===== src/hdl/phold_pkg.sv =====
package phold_pkg;

   // message layout
   localparam int MSG_WID  = 32;
   localparam int TIME_WID = 16;
   localparam int NB_LPID  = 3;

   // random word and the fields carved out of it
   localparam int NB_RND        = 24;
   localparam int RND_FIELD_WID = NB_RND / 3;
   localparam int TIME_INC_WID  = 6;
   localparam int DELAY_SEL_WID = 4;

   typedef logic [TIME_WID-1:0] sim_time_t;
   typedef logic [NB_LPID-1:0]  lp_id_t;

   typedef enum logic {
      REGULAR_EVT = 1'b0,
      CANCEL_EVT  = 1'b1
   } evt_type_e;

   // bit 19 type, 18..16 target, 15..0 timestamp
   typedef struct packed {
      logic [MSG_WID-TIME_WID-NB_LPID-2:0] pad;
      evt_type_e                           evt_type;
      lp_id_t                              target;
      sim_time_t                           timestamp;
   } event_msg_t;

   // delay_sel from bits 19..16, target_sel from 10..8, time_inc from 5..0
   typedef struct packed {
      logic [DELAY_SEL_WID-1:0] delay_sel;
      lp_id_t                   target_sel;
      logic [TIME_INC_WID-1:0]  time_inc;
   } rnd_fields_t;

   // decoded event held while it is being processed
   typedef struct packed {
      lp_id_t      lp;
      sim_time_t   timestamp;
      evt_type_e   evt_type;
      rnd_fields_t rnd;
   } event_info_t;

endpackage


===== src/hdl/event_decode.sv =====
`timescale 1ns/1ps

module event_decode #(
   parameter int CNT_WID = 16
) (
   input  logic                            clk,
   input  logic                            rst_n,
   input  logic                            event_valid,
   input  phold_pkg::event_msg_t           cur_event_msg,
   input  logic [phold_pkg::NB_RND-1:0]    random_in,
   input  logic                            stall,
   input  logic                            done,
   output logic                            ready,
   output logic                            start,
   output phold_pkg::event_info_t          cur_event,
   output logic [CNT_WID-1:0]              stall_time
);

   typedef enum logic [1:0] {
      ST_IDLE,
      ST_STALL,
      ST_BUSY
   } state_e;

   state_e state;
   logic   stall_q;
   logic   accept;

   assign ready  = (state == ST_IDLE);
   assign accept = event_valid && ready;

   // first cycle with the registered stall clear
   assign start = (state == ST_STALL) && !stall_q;

   always_ff @(posedge clk) begin
      if (!rst_n) begin
         state   <= ST_IDLE;
         stall_q <= 1'b0;
      end else begin
         stall_q <= stall;
         case (state)
            ST_IDLE: begin
               if (accept) begin
                  state <= ST_STALL;
               end
            end
            ST_STALL: begin
               if (!stall_q) begin
                  state <= ST_BUSY;
               end
            end
            ST_BUSY: begin
               // done arrives on the output ack edge
               if (done) begin
                  state <= ST_IDLE;
               end
            end
            default: state <= ST_IDLE;
         endcase
      end
   end

   // capture message and random fields with the event
   always_ff @(posedge clk) begin
      if (accept) begin
         cur_event.lp                <= cur_event_msg.target;
         cur_event.timestamp         <= cur_event_msg.timestamp;
         cur_event.evt_type          <= cur_event_msg.evt_type;
         cur_event.rnd.delay_sel     <=
            random_in[2*phold_pkg::RND_FIELD_WID +: phold_pkg::DELAY_SEL_WID];
         cur_event.rnd.target_sel    <=
            random_in[phold_pkg::RND_FIELD_WID +: phold_pkg::NB_LPID];
         cur_event.rnd.time_inc      <= random_in[0 +: phold_pkg::TIME_INC_WID];
      end
   end

   // stall cycles of the current event
   always_ff @(posedge clk) begin
      if (!rst_n) begin
         stall_time <= '0;
      end else if (accept) begin
         stall_time <= '0;
      end else if (state == ST_STALL && stall_q) begin
         stall_time <= stall_time + 1'b1;
      end
   end

endmodule


===== src/hdl/event_execute.sv =====
`timescale 1ns/1ps

module event_execute #(
   parameter int MIN_GAP   = 10,
   parameter int DELAY_WID = 9
) (
   input  logic                   clk,
   input  logic                   rst_n,
   input  logic                   start,
   input  phold_pkg::event_info_t cur_event,
   input  phold_pkg::lp_id_t      lp_mask,
   input  logic [7:0]             fixed_delay,
   output logic                   gen_valid,
   output phold_pkg::event_msg_t  gen_msg
);

   logic [DELAY_WID-1:0]  delay_cnt;
   logic [DELAY_WID-1:0]  delay_target;
   logic                  active;
   phold_pkg::event_msg_t next_msg;

   // random nibble plus the fixed part
   assign delay_target = DELAY_WID'(cur_event.rnd.delay_sel) + DELAY_WID'(fixed_delay);

   assign gen_valid = active && (delay_cnt == delay_target);

   always_ff @(posedge clk) begin
      if (!rst_n) begin
         active    <= 1'b0;
         delay_cnt <= '0;
      end else if (start) begin
         active    <= 1'b1;
         delay_cnt <= '0;
      end else if (active) begin
         if (delay_cnt == delay_target) begin
            active <= 1'b0;
         end else begin
            delay_cnt <= delay_cnt + 1'b1;
         end
      end
   end

   // new regular event, or the null message for a cancellation
   always_comb begin
      next_msg = '0;
      if (cur_event.evt_type == phold_pkg::REGULAR_EVT) begin
         next_msg.evt_type  = phold_pkg::REGULAR_EVT;
         next_msg.target    = cur_event.rnd.target_sel & lp_mask;
         // wraps at 2^16
         next_msg.timestamp = cur_event.timestamp
                            + phold_pkg::sim_time_t'(MIN_GAP)
                            + phold_pkg::sim_time_t'(cur_event.rnd.time_inc);
      end else begin
         next_msg.evt_type = phold_pkg::CANCEL_EVT;
      end
   end

   always_ff @(posedge clk) begin
      if (start) begin
         gen_msg <= next_msg;
      end
   end

endmodule


===== src/hdl/event_result.sv =====
`timescale 1ns/1ps

module event_result #(
   parameter int CNT_WID = 16
) (
   input  logic                  clk,
   input  logic                  rst_n,
   input  logic                  start,
   input  logic                  gen_valid,
   input  phold_pkg::event_msg_t gen_msg,
   input  logic                  ack,
   output logic                  new_event_ready,
   output phold_pkg::event_msg_t out_event_msg,
   output logic                  done,
   output logic [CNT_WID-1:0]    proc_time
);

   logic counting;

   // handshake completes on this edge
   assign done = new_event_ready && ack;

   always_ff @(posedge clk) begin
      if (!rst_n) begin
         new_event_ready <= 1'b0;
      end else if (gen_valid) begin
         new_event_ready <= 1'b1;
      end else if (done) begin
         new_event_ready <= 1'b0;
      end
   end

   // held until the ack edge
   always_ff @(posedge clk) begin
      if (gen_valid) begin
         out_event_msg <= gen_msg;
      end
   end

   // the start cycle counts as the first one
   always_ff @(posedge clk) begin
      if (!rst_n) begin
         counting  <= 1'b0;
         proc_time <= '0;
      end else if (start) begin
         counting  <= 1'b1;
         proc_time <= CNT_WID'(1);
      end else if (counting) begin
         proc_time <= proc_time + 1'b1;
         if (done) begin
            counting <= 1'b0;
         end
      end
   end

endmodule


===== src/hdl/phold_core.sv =====
`timescale 1ns/1ps

module phold_core #(
   parameter int MIN_GAP   = 10,
   parameter int CNT_WID   = 16,
   parameter int DELAY_WID = 9
) (
   input  logic                         clk,
   input  logic                         rst_n,
   input  logic                         event_valid,
   input  phold_pkg::event_msg_t        cur_event_msg,
   input  logic [phold_pkg::NB_RND-1:0] random_in,
   input  phold_pkg::lp_id_t            lp_mask,
   input  logic [7:0]                   fixed_delay,
   input  logic                         stall,
   input  logic                         ack,
   output logic                         ready,
   output logic                         new_event_ready,
   output phold_pkg::event_msg_t        out_event_msg,
   output logic [CNT_WID-1:0]           stall_time,
   output logic [CNT_WID-1:0]           proc_time
);

   logic                   start;
   logic                   done;
   logic                   gen_valid;
   phold_pkg::event_info_t cur_event;
   phold_pkg::event_msg_t  gen_msg;

   // intake, random capture and stall wait
   event_decode #(
      .CNT_WID (CNT_WID)
   ) u_decode (
      .clk           (clk),
      .rst_n         (rst_n),
      .event_valid   (event_valid),
      .cur_event_msg (cur_event_msg),
      .random_in     (random_in),
      .stall         (stall),
      .done          (done),
      .ready         (ready),
      .start         (start),
      .cur_event     (cur_event),
      .stall_time    (stall_time)
   );

   event_execute #(
      .MIN_GAP   (MIN_GAP),
      .DELAY_WID (DELAY_WID)
   ) u_execute (
      .clk         (clk),
      .rst_n       (rst_n),
      .start       (start),
      .cur_event   (cur_event),
      .lp_mask     (lp_mask),
      .fixed_delay (fixed_delay),
      .gen_valid   (gen_valid),
      .gen_msg     (gen_msg)
   );

   // output hold until ack
   event_result #(
      .CNT_WID (CNT_WID)
   ) u_result (
      .clk             (clk),
      .rst_n           (rst_n),
      .start           (start),
      .gen_valid       (gen_valid),
      .gen_msg         (gen_msg),
      .ack             (ack),
      .new_event_ready (new_event_ready),
      .out_event_msg   (out_event_msg),
      .done            (done),
      .proc_time       (proc_time)
   );

endmodule


===== config.mk =====
export PLATFORM = sky130hd
export DESIGN_NAME = phold_core
export DESIGN_NICKNAME = d
export VERILOG_FILES = /design/src/hdl/phold_pkg.sv /design/src/hdl/event_decode.sv /design/src/hdl/event_execute.sv /design/src/hdl/event_result.sv /design/src/hdl/phold_core.sv
export SDC_FILE = /design/constraint.sdc
export NUM_CORES = 1
export LEC_CHECK = 0
export BUFFER_PORTS_ARGS = -buffer_cell sky130_fd_sc_hd__clkbuf_2
export CORE_MARGIN = 4
export CORE_UTILIZATION = 47
export DETAILED_ROUTE_END_ITERATION = 16
export GPL_TIMING_DRIVEN = 0
export MAX_ROUTING_LAYER = met4
export PLACE_DENSITY = 0.75
export SYNTH_ARGS = -nofsm -noshare
export SYNTH_HDL_FRONTEND = slang
export SYNTH_SLANG_ARGS = --single-unit

===== constraint.sdc =====
create_clock -name clk -period 3.83 [get_ports clk]
set_clock_uncertainty 0.2 [all_clocks]
set_input_delay 1.149 -clock clk [delete_from_list [all_inputs] [get_ports clk]]
set_output_delay 1.149 -clock clk [all_outputs]
set_load 0.05 [all_outputs]

# Word-level counts from Yosys, hierarchy flattened
# Cells that the tools add are included.
dict set report word_totals {
  ff_bits 117
  inputBits 72
  output_inout_bits 66
  word_cells 63
}
dict set report classes {
  add_sub_neg 6
  n_eq_ne 6
  mux 15
  bitwise 3
  n_reduce_logical 13
}
# op count
set op_table {}
lappend op_table {{16-bit by 1-bit adder with 16-bit output, second input constant} 2}
lappend op_table {{16-bit by 4-bit adder with 16-bit output, second input constant} 1}
lappend op_table {{16-bit by 6-bit adder with 16-bit output} 1}
lappend op_table {{1-bit 2-to-1 mux} 11}
lappend op_table {{4-bit by 8-bit adder with 9-bit output} 1}
lappend op_table {{9-bit by 1-bit adder with 9-bit output, second input constant} 1}
lappend op_table {{9-bit == test} 1}
lappend op_table {{2-bit 2-to-1 mux} 3}
lappend op_table {{2-bit inequality test, second input constant} 3}
lappend op_table {{2-bit one-hot mux with 3 select lines} 1}
lappend op_table {{1-bit logical AND} 5}
lappend op_table {{2-bit nonzero test} 2}
lappend op_table {{2-bit OR reduction} 2}
lappend op_table {{3-bit bitwise AND} 1}
lappend op_table {{3-bit AND reduction} 1}
lappend op_table {{2-bit by 1-bit == test with 1-bit output, second input constant} 1}
lappend op_table {{2-bit == test, second input constant} 1}
lappend op_table {{2-bit logical NOT} 1}
lappend op_table {{1-bit inverter} 2}
lappend op_table {{2-bit AND reduction} 1}
lappend op_table {{1-bit logical NOT} 1}

# Depth between registers and ports, before layout
# Gate-level depths: netlist of run 1.
dict set report depth {
  ltp_word 5
  ltp_mapped 13
  mapped_depth_nobuf 13
}

# Cells and area by module
# From an unflattened synthesis of run 1, not the netlist that was laid out.
dict set report hier_totals {
  hier_cells 473
  hier_area_um2 5718.0
}
# module n_inst cells_each area_each_um2
set by_module_without_submodules {}
lappend by_module_without_submodules {event_execute 1 219 2077.0}
lappend by_module_without_submodules {event_decode 1 133 1859.3}
lappend by_module_without_submodules {event_result 1 121 1781.7}

# Worst setup path before layout of run 1
# OpenSTA, ideal clock, no wires.
dict set report synth_timing {
  path_kind {input-to-reg}
  start {input port fixed_delay[0]}
  end {register, netlist name u_result.out_event_msg[0]}
  setup_ps 348
  t_arrival_ps 3157
  required_ps 3282
  setup_slack_ps 125
  stages 8
  n_path_buf 1
  path_cell_list {ha_1 -> fa_1 -> xor2_1 -> a211oi_1 -> nand4_1 -> nor4_4 -> buf_6 -> and2_2}
}
dict set report synth_via {
  elab_chain_len 3
}
# item line
set synth_lines {}
lappend synth_lines {{from (decl)} phold_core.sv:14} ;# input logic [7:0] fixed_delay,
lappend synth_lines {{4-bit by 8-bit adder with 9-bit output} event_execute.sv:23} ;# assign delay_target = DELAY_WID'(cur_event.rnd.delay_sel) + DELAY_WID'(fixed_delay);
lappend synth_lines {{9-bit == test} event_execute.sv:25} ;# assign gen_valid = active && (delay_cnt == delay_target);
lappend synth_lines {{1-bit logical AND} event_execute.sv:25}
lappend synth_lines {{via gen_valid} phold_core.sv:26} ;# logic gen_valid;
# The timed path passes the listed nets, and every way through them passes these cells.
# A chain may end at the register's enable or synchronous reset.

# Final worst setup path of run 1
dict set report layout_timing {
  start {input port fixed_delay[0]}
  end {register, netlist name u_result.out_event_msg[6]}
}
dict set report layout_via {
  elab_chain_len 3
}
# item line
set layout_lines {}
lappend layout_lines {{4-bit by 8-bit adder with 9-bit output} event_execute.sv:23}
lappend layout_lines {{9-bit == test} event_execute.sv:25}
lappend layout_lines {{1-bit logical AND} event_execute.sv:25}
lappend layout_lines {{via gen_valid} phold_core.sv:26}
# The timed path passes the listed nets, and every way through them passes these cells.

==> reports/metrics.yaml, run 1 <==
status: "finished, final reports clean"
synth_seq_cells: 117
detailroute.via_count: 3552
cts_buffers: 17
grt_max_degree: 32
synth.top_cell.area_share: 0.411
placementRows: 37
tns_ns: 0
fin_crit_sh: 0.941
antenna_found_initial: 1
yosysMostFrequentCell: "edfxtp_1"
cts_root_buffer: "clkbuf_8"
dp_hpwl_um: 7220
dp_cells: 688
clk_pin_slew_worst_paths_ns: 0.05
place_congestion: 0.804
netlist_area_mm2: 0.00512
rsz0062_at_grt: "false"
io_buffers: 98
hp-class: "flip-flop to flip-flop"
avgRoutedWirePerCell_um: 13.7
first_pass_iters: 6
netlist.top_cell.by_area: "edfxtp_1"
coreArea_mm2: 0.0105
arrival_ns: 3.56
initial_core_util: 0.489
power_w: 0.00334
ant_nets: 0
avgViaCountPerCell: 4.93
synth.area.top_cells: "edfxtp_1 (41%), dfxtp_1 (18%), xor2_1 (5.6%)"
synth_edf_count: 70
ir_drop_uv: 367
max_stage_delay_ns: 0.48
ys.flop_type: "edfxtp_1"
nNetsFinal: 664
die_h_um: 112
clk_path_buf_depth: 2
io_pins: 138
htree_num_levels: 4
yosys-top-cells-count: "edfxtp_1 (70), nor2_1 (49), dfxtp_1 (47), nand2_1 (39), xor2_1 (33)"
yosysWarnings: 0
avgSynthCellArea_um2: 11.6
cts_tree: "done"
wl_um: 9860
hold_viol_final: 0
syn_inst: 442
cts_setup_buffers: 0
holdBufCountCts: 0
crit_chain: "clkbuf_2, ha_1, fa_1, xor2_1, a211oi_1, nand4_1, nor4_4, buf_6, and2_2"
grt_pass1_wl_um: 16400
grt_usage: 0.169
final_max_slew_viol_count: 0
die-width_um: 112
maxCapViolCount: 0
fin_crit_ns: 3.60
clkLatencyLatePin_ns: 0.51
cts_resized: 0
worst_pin_slew_ns: 1.23
drt-initial-drc-count: 135
drc: 0
critPathKind: "input port to flip-flop"
n_fill_cell: 861
setup_viol: 0
area_growth_pct: 26.2
cts.sinks: 117
die-area_mm2: 0.0126
cp-end-kind: "flip-flop"
p_per_area_mw_per_mm2: 518
seq_area_frac_synth: 0.595
cp-start-kind: "input port"
overflow: 0
synth.distinct_cells: 44
worstPathRequired_ns: 3.78
drive_gt1_frac: 0.259
cp_slowest_cell: "and2_2"
relSlewSlack: 0.181
leakage_nw: 2.67
cp_max_fo: 21
final_cells: 720
max_freq_ghz: 0.277
grt_pass1_vias: 3493
synthArstFlopShare: 0
-- metrics by stage --
| stage | instance area, um^2 | utilization | setup slack [ns] | hold WS, ns |
|---|---|---|---|---|
| floorplan | 5160 | - | 0.125 | 0.200 |
| global placement | 5820 | 0.556 | -0.666 | 0.203 |
| detailed placement | 5830 | 0.557 | -0.335 | 0.205 |
| CTS | 6450 | 0.617 | 0.206 | 0.218 |
| global route | 6460 | 0.617 | 0.0227 | 0.233 |
| finish | 6460 | 0.617 | 0.225 | 0.216 |
-- logic make-up after synthesis --
logic type	count (synthesis)	share of synthesized area
DFF	117	0.595
and+or+nand+nor	164	0.160
adders and majority gates	21	0.0543
muxes	5	0.00978
buffers and inverters	40	0.0396
xor gates and xnor gates	47	0.0804
AOI/OAI and AO/OA	47	0.0601
other	1	0.000733
-- routing by layer --
metal | global-route usage | vias to the layer above | part of all wire
met5 | - | - | 0
met1 | 0.192 | 1626 | 0.42
li1 | - | 1792 | -
met3 | 0.0485 | 23 | 0.055
met4 | 0.0954 | 0 | 0.027
met2 | 0.267 | 111 | 0.50
-- registers in the layout, summed over array words and instances, names as in the netlist --
name	count
u_execute.active	1
u_decode.state	2
u_execute.gen_msg	20
u_result.counting	1
u_decode.stall_time	16
u_decode.stall_q	1
u_execute.delay_cnt	9
u_result.new_event_ready	1
u_result.out_event_msg	20
u_decode.cur_event	30
u_result.proc_time	16
-- final timing paths --
check / startpoint / end / slack, ns / depth (start not counted)
min reg2reg: u_execute.gen_msg[14] / u_result.out_event_msg[14] / 0.22 / 0
min: u_execute.gen_msg[14] / u_result.out_event_msg[14] / 0.22 / 0
max reg2reg: u_decode.cur_event[9] / u_result.out_event_msg[6] / 0.57 / 8
max: fixed_delay[0] / u_result.out_event_msg[6] / 0.23 / 9
-- cells in the final DEF, fill, tap and decap left out, types with 12 or more instances in the layout --
master,count
a21oi_1,15
and3_1,13
buf_4,13
clkbuf_16,16
clkbuf_2,98
conb_1,12
dfxtp_1,47
edfxtp_1,70
ha_1,19
inv_1,18
nand2_1,39
nand3_1,16
nor2_1,49
xnor2_1,14
xor2_1,33
-- worst max-delay path, delay by kind of cell --
family,cells,cell delay (ns)
AOI/OAI and AO/OA,1,0.21
xor gates and xnor gates,1,0.16
adders and majority gates,2,0.69
buffers and inverters,2,0.28
and+or+nand+nor,3,1.06
-- area by class of cell --
cell class / instances / area, um^2 / share of cell area
diodes: 1 / 2.50 / 0.000388
plain buffers: 22 / 135 / 0.0209
clock buffers: 17 / 414 / 0.0641
clock inverters: 14 / 209 / 0.0324
inverters: 18 / 67.6 / 0.0105
multi-input cells: 296 / 1920 / 0.297
flip-flops and latches: 117 / 3040 / 0.471
well taps: 136 / 170 / 0.0264
repair buffers: 99 / 498 / 0.0771
-- report_power, final --
part | total, W | switching [W] | internal, W
clock | 0.00165 | 0.000539 | 0.00111
sequential | 0.00141 | 0.0000205 | 0.00139
combinational | 0.000282 | 0.000177 | 0.000105
Note: power is estimated with default switching activity, not from simulation.
==> run 2, diff against run 1 <==
Settings changed: BUFFER_PORTS_ARGS -buffer_cell sky130_fd_sc_hd__clkbuf_2 to -buffer_cell sky130_fd_sc_hd__buf_2.
==> reports/metrics.yaml, run 2 (same netlist as run 1, synthesis figures left out) <==
status: "finished, final reports clean"
initial_core_util: 0.489
cts_tree: "done"
critPathKind: "input port to flip-flop"
area_growth_pct: 24.6
cts_root_buffer: "clkbuf_8"
worst_pin_slew_ns: 1.18
top_regs: "u_decode.cur_event x30, u_execute.gen_msg x20, u_result.out_event_msg x20"
cp_num_buf_inv: 2
cp-start-kind: "input port"
seq_area_mm2: 0.00304
ant_nets: 0
mostFrequentLayoutCell: "buf_2"
post-route-util: 0.610
htree_num_levels: 4
avgRoutedWirePerCell_um: 13.7
ff2ff_setup_slack_ns: 0.68
tns_ns: 0
hold_viol_final: 0
cts_buffers: 17
coreArea_mm2: 0.0105
relSlewSlack: 0.211
power_w: 0.00309
crit_chain: "buf_2, ha_1, fa_1, xor2_1, a211oi_1, nand4_1, nor4_4, buf_6, and2_4"
worstPathRequired_ns: 3.81
maxCapViolCount: 0
clkLatencyLatePin_ns: 0.51
grt_usage: 0.167
rsz0062_at_grt: "false"
holdWs_ns: 0.217
final_max_slew_viol_count: 0
placementRows: 37
largest_reg_flops: 30
max_freq_ghz: 0.286
avgViaCountPerCell: 4.93
drc: 0
largest_register: "u_decode.cur_event"
ir_drop_uv: 262
antenna_found_initial: 1
clk_path_buf_depth: 2
r2r_cells: 8
first_pass_iters: 4
die_h_um: 112
p_per_area_mw_per_mm2: 484
dp_hpwl_um: 7220
timing.rr.end: "u_result.out_event_msg[4]"
arrival_ns: 3.48
mostFrequentLayoutCells: "buf_2 (98), edfxtp_1 (70), nor2_1 (49), dfxtp_1 (47), nand2_1 (39)"
drt-initial-drc-count: 158
reg2reg_from: "u_decode.cur_event[9]"
cts.sinks: 117
hold_depth: 0
drive_gt1_frac: 0.260
hp-class: "flip-flop to flip-flop"
cp_slowest_cell: "fa_1"
detailroute.via_count: 3562
n_fill_cell: 890
cp_max_fo: 21
setup_viol: 0
min_from: "u_execute.gen_msg[14]"
clk_pin_slew_worst_paths_ns: 0.05
io_buffers: 98
cts_setup_buffers: 0
multiInputGateArea_mm2: 0.00192
leakage_nw: 2.65
grt_max_degree: 32
fin_crit_ns: 3.50
max_stage_delay_ns: 0.46
grt_pass1_wl_um: 16300
grt_pass1_vias: 3547
die-width_um: 112
crit_family: "simple AND/OR/NAND/NOR gates"
nNetsFinal: 665
die-area_mm2: 0.0126
cp-end-kind: "flip-flop"
place_congestion: 0.811
fin_crit_sh: 0.914
io_pins: 138
min_to: "u_result.out_event_msg[14]"
wl_um: 9870
overflow: 0
-- run 2: changes by cell type in the layout (fill, tap and decap cells not counted) --
cell        delta
clkinv_2       +2
buf_2         +98
clkinvlp_4     +2
and2_2         -1
clkbuf_2      -98
bufinv_16      -4
buf_6          +1
clkbuf_1       +2
and2_4         +1
clkinv_1       -1
-- run 2: how the worst max path moves through the flow --
stage	cells past startpoint	to	slack [ns]	startpoint
global placement	5	u_result.proc_time[6]	-0.67	u_decode.state[0]
finish	9	u_result.out_event_msg[4]	0.33	fixed_delay[0]
detailed placement	9	u_result.out_event_msg[10]	-0.37	fixed_delay[0]
global route	9	u_result.out_event_msg[4]	0.20	fixed_delay[0]
CTS	9	u_result.out_event_msg[6]	0.15	fixed_delay[0]
floorplan	8	u_result.out_event_msg[0]	0.12	fixed_delay[0]
-- run 2: area by class of cell --
| class | instances | area share |
|---|---|---|
| sequential | 117 | 0.477 |
| antenna | 1 | 0.000392 |
| inverter | 18 | 0.0106 |
| clock inverter | 13 | 0.0173 |
| multi-input combinational | 296 | 0.301 |
| clock buffer | 19 | 0.0661 |
| tap | 136 | 0.0267 |
| buffer | 22 | 0.0212 |
| timing repair buffer | 100 | 0.0798 |
-- run 2: per-stage QoR --
stage,worst slack (ns),cells,instance area [um^2]
after global placement,-0.673,687,5820
after detailed placement,-0.368,689,5840
after CTS,0.149,721,6370
final,0.331,722,6380
after floorplan,0.125,453,5160
after global routing,0.202,722,6380
-- run 2: where the power goes --
part	switching (W)	internal [W]	total, W
sequential	0.0000206	0.00139	0.00141
clock	0.000538	0.000853	0.00139
combinational	0.000178	0.000107	0.000284
total	0.000736	0.00235	0.00309
-- run 2: what timing repair did --
item,CTS,global route
hold endpoints to repair,0,0
hold buffers,0,0
gates resized for setup,0,1
endpoints found under the setup margin,0,20
-- run 2: metal layers --
layer | part of all wire | vias up | track usage
li1 | - | 1797 | -
met1 | 0.42 | 1659 | 0.183
met2 | 0.51 | 90 | 0.280
met3 | 0.049 | 16 | 0.0544
met4 | 0.018 | 0 | 0.0697
met5 | 0 | - | -
==> run 3, diff against run 2 <==
Settings changed: CORE_UTILIZATION 47 to 58, PLACE_DENSITY 0.75 to 0.86, SKIP_CTS_REPAIR_TIMING from default to 1, SYNTH_HIERARCHICAL from default to 1.
Clock period 3.83 ns to 4.2 ns, I/O delays scaled along.
==> reports/metrics.yaml, run 3 <==
hp-class: "flip-flop to flip-flop"
die_h_um: 107
area_growth_pct: 23.9
cp_slowest_cell: "fa_1"
hold_depth: 0
first_pass_iters: 4
fin_crit_ns: 3.97
critPathKind: "input port to flip-flop"
htree_num_levels: 4
status: "finished, final reports clean"
wl_um: 10700
relSlewSlack: 0.378
max_stage_delay_ns: 0.44
drt-initial-drc-count: 181
p_per_area_mw_per_mm2: 431
pre_cts_ws_ns: -0.404
avgRoutedWirePerCell_um: 14.1
setup_viol: 0
clkLatencyLatePin_ns: 0.50
drive_gt1_frac: 0.278
min_to: "u_result/out_event_msg[6]"
r2r_cells: 9
cts_tree: "done"
largest_reg_flops: 32
timing.rr.end: "u_result/out_event_msg[31]"
final_max_slew_viol_count: 0
grt_usage: 0.202
mostFrequentLayoutCells: "buf_2 (112), edfxtp_1 (82), dfxtp_1 (47), nor2_1 (41), nand2_1 (30)"
avgViaCountPerCell: 5.23
cp-start-kind: "input port"
ir_drop_uv: 286
top_regs: "u_result/out_event_msg x32, u_decode/cur_event x30, u_execute/gen_msg x20"
fin_crit_sh: 0.945
reg2reg_from: "u_decode/cur_event[9]"
avgSynthCellArea_um2: 12.0
leakage_nw: 2.81
rsz0062_at_grt: "false"
n_antenna_cell: 0
coreArea_mm2: 0.00933
clk_pin_slew_worst_paths_ns: 0.06
grt_pass1_wl_um: 17800
worstSetupStartpoint: "fixed_delay[0]"
cp-end-kind: "flip-flop"
nNetsFinal: 706
worstPathRequired_ns: 4.19
yosysWarnings: 6
place_congestion: 0.836
drc: 0
worst_pin_slew_ns: 0.929
maxCapViolCount: 0
n_fill_cell: 626
io_buffers: 111
ant_nets: 0
netlist_area_mm2: 0.00563
detailroute.via_count: 3952
crit_chain: "buf_2, ha_1, fa_1, a211oi_1, nor2_1, xnor2_1, a211o_1, a211oi_4, buf_6, and2_4"
grt_pass1_vias: 3871
cts_root_buffer: "clkbuf_8"
largest_register: "u_result/out_event_msg"
die-area_mm2: 0.0113
io_pins: 138
max_freq_ghz: 0.252
cp_max_fo: 17
cts.sinks: 129
initial_core_util: 0.603
antenna_found_initial: 0
die-width_um: 107
ff2ff_setup_slack_ns: 0.73
arrival_ns: 3.96
overflow: 0
syn_inst: 470
placementRows: 35
post-route-util: 0.747
min_from: "u_execute/gen_msg[6]"
clk_path_buf_depth: 2
grt_max_degree: 34
setup_ws_ns: 0.233
hold_viol_final: 0
dp_hpwl_um: 7600
cts_buffers: 17
mostFrequentLayoutCell: "buf_2"
## run 3: cell types whose count changed in the layout (fill, tap and decap cells not counted), moves of 7 or more
cell,before,now
a21oi_1,15,26
and3_1,13,4
buf_2,98,112
edfxtp_1,70,82
nand2_1,39,30
nor2_1,49,41
o21ai_1,0,7
xnor2_1,14,26
xor2_1,33,15
## run 3: worst max-delay path, delay by kind of cell
family / cells / cell delay, ns
xor gates and xnor gates: 1 / 0.15
buffers and inverters: 2 / 0.30
adders and majority gates: 2 / 0.65
AOI/OAI and AO/OA: 3 / 1.15
and+or+nand+nor: 2 / 0.43
## run 3: worst max path at each step
| stage | end | slack (ns) | depth (start not counted) |
|---|---|---|---|
| finish | u_result/out_event_msg[31] | 0.23 | 10 |
| CTS | u_result/out_event_msg[12] | 0.11 | 10 |
| floorplan | u_result/out_event_msg[0] | 0.03 | 9 |
| detailed placement | u_result/out_event_msg[28] | -0.40 | 10 |
| global placement | u_result/out_event_msg[23] | -0.33 | 10 |
| global route | u_result/out_event_msg[4] | 0.09 | 10 |
## run 3: per-layer routing
| layer | up-vias | share of wire | track usage |
|---|---|---|---|
| met4 | 0 | 0.017 | 0.0877 |
| li1 | 1962 | - | - |
| met3 | 19 | 0.053 | 0.0364 |
| met5 | - | 0 | - |
| met1 | 1837 | 0.44 | 0.257 |
| met2 | 134 | 0.49 | 0.321 |
## run 3: through the flow
stage / TNS, ns / cells / hold slack (ns) / instance area (um^2) / total power [W]
after floorplan: 0 / 481 / 0.200 / 5670 / 0.00161
final: 0 / 755 / 0.219 / 6970 / 0.00300
after global routing: 0 / 755 / 0.226 / 6970 / 0.00312
after global placement: -10.77 / 721 / 0.203 / 6390 / 0.00167
after detailed placement: -13.17 / 722 / 0.205 / 6400 / 0.00168
after CTS: 0 / 754 / 0.219 / 6960 / 0.00303
## run 3: cell type report
cell class | instances | area (um^2) | share of cell area
timing repair buffer | 112 | 567 | 0.0813
buffer | 22 | 151 | 0.0217
multi-input combinational | 307 | 2040 | 0.293
clock inverter | 15 | 141 | 0.0203
sequential | 129 | 3400 | 0.488
clock buffer | 17 | 414 | 0.0594
inverter | 24 | 90.1 | 0.0129
tap | 129 | 161 | 0.0232
## run 3: where the power goes
group | internal [W] | switching (W) | leakage [nW]
clock | 0.000757 | 0.000587 | 0.271
sequential | 0.00140 | 0.0000223 | 1.14
combinational | 0.000100 | 0.000138 | 1.40
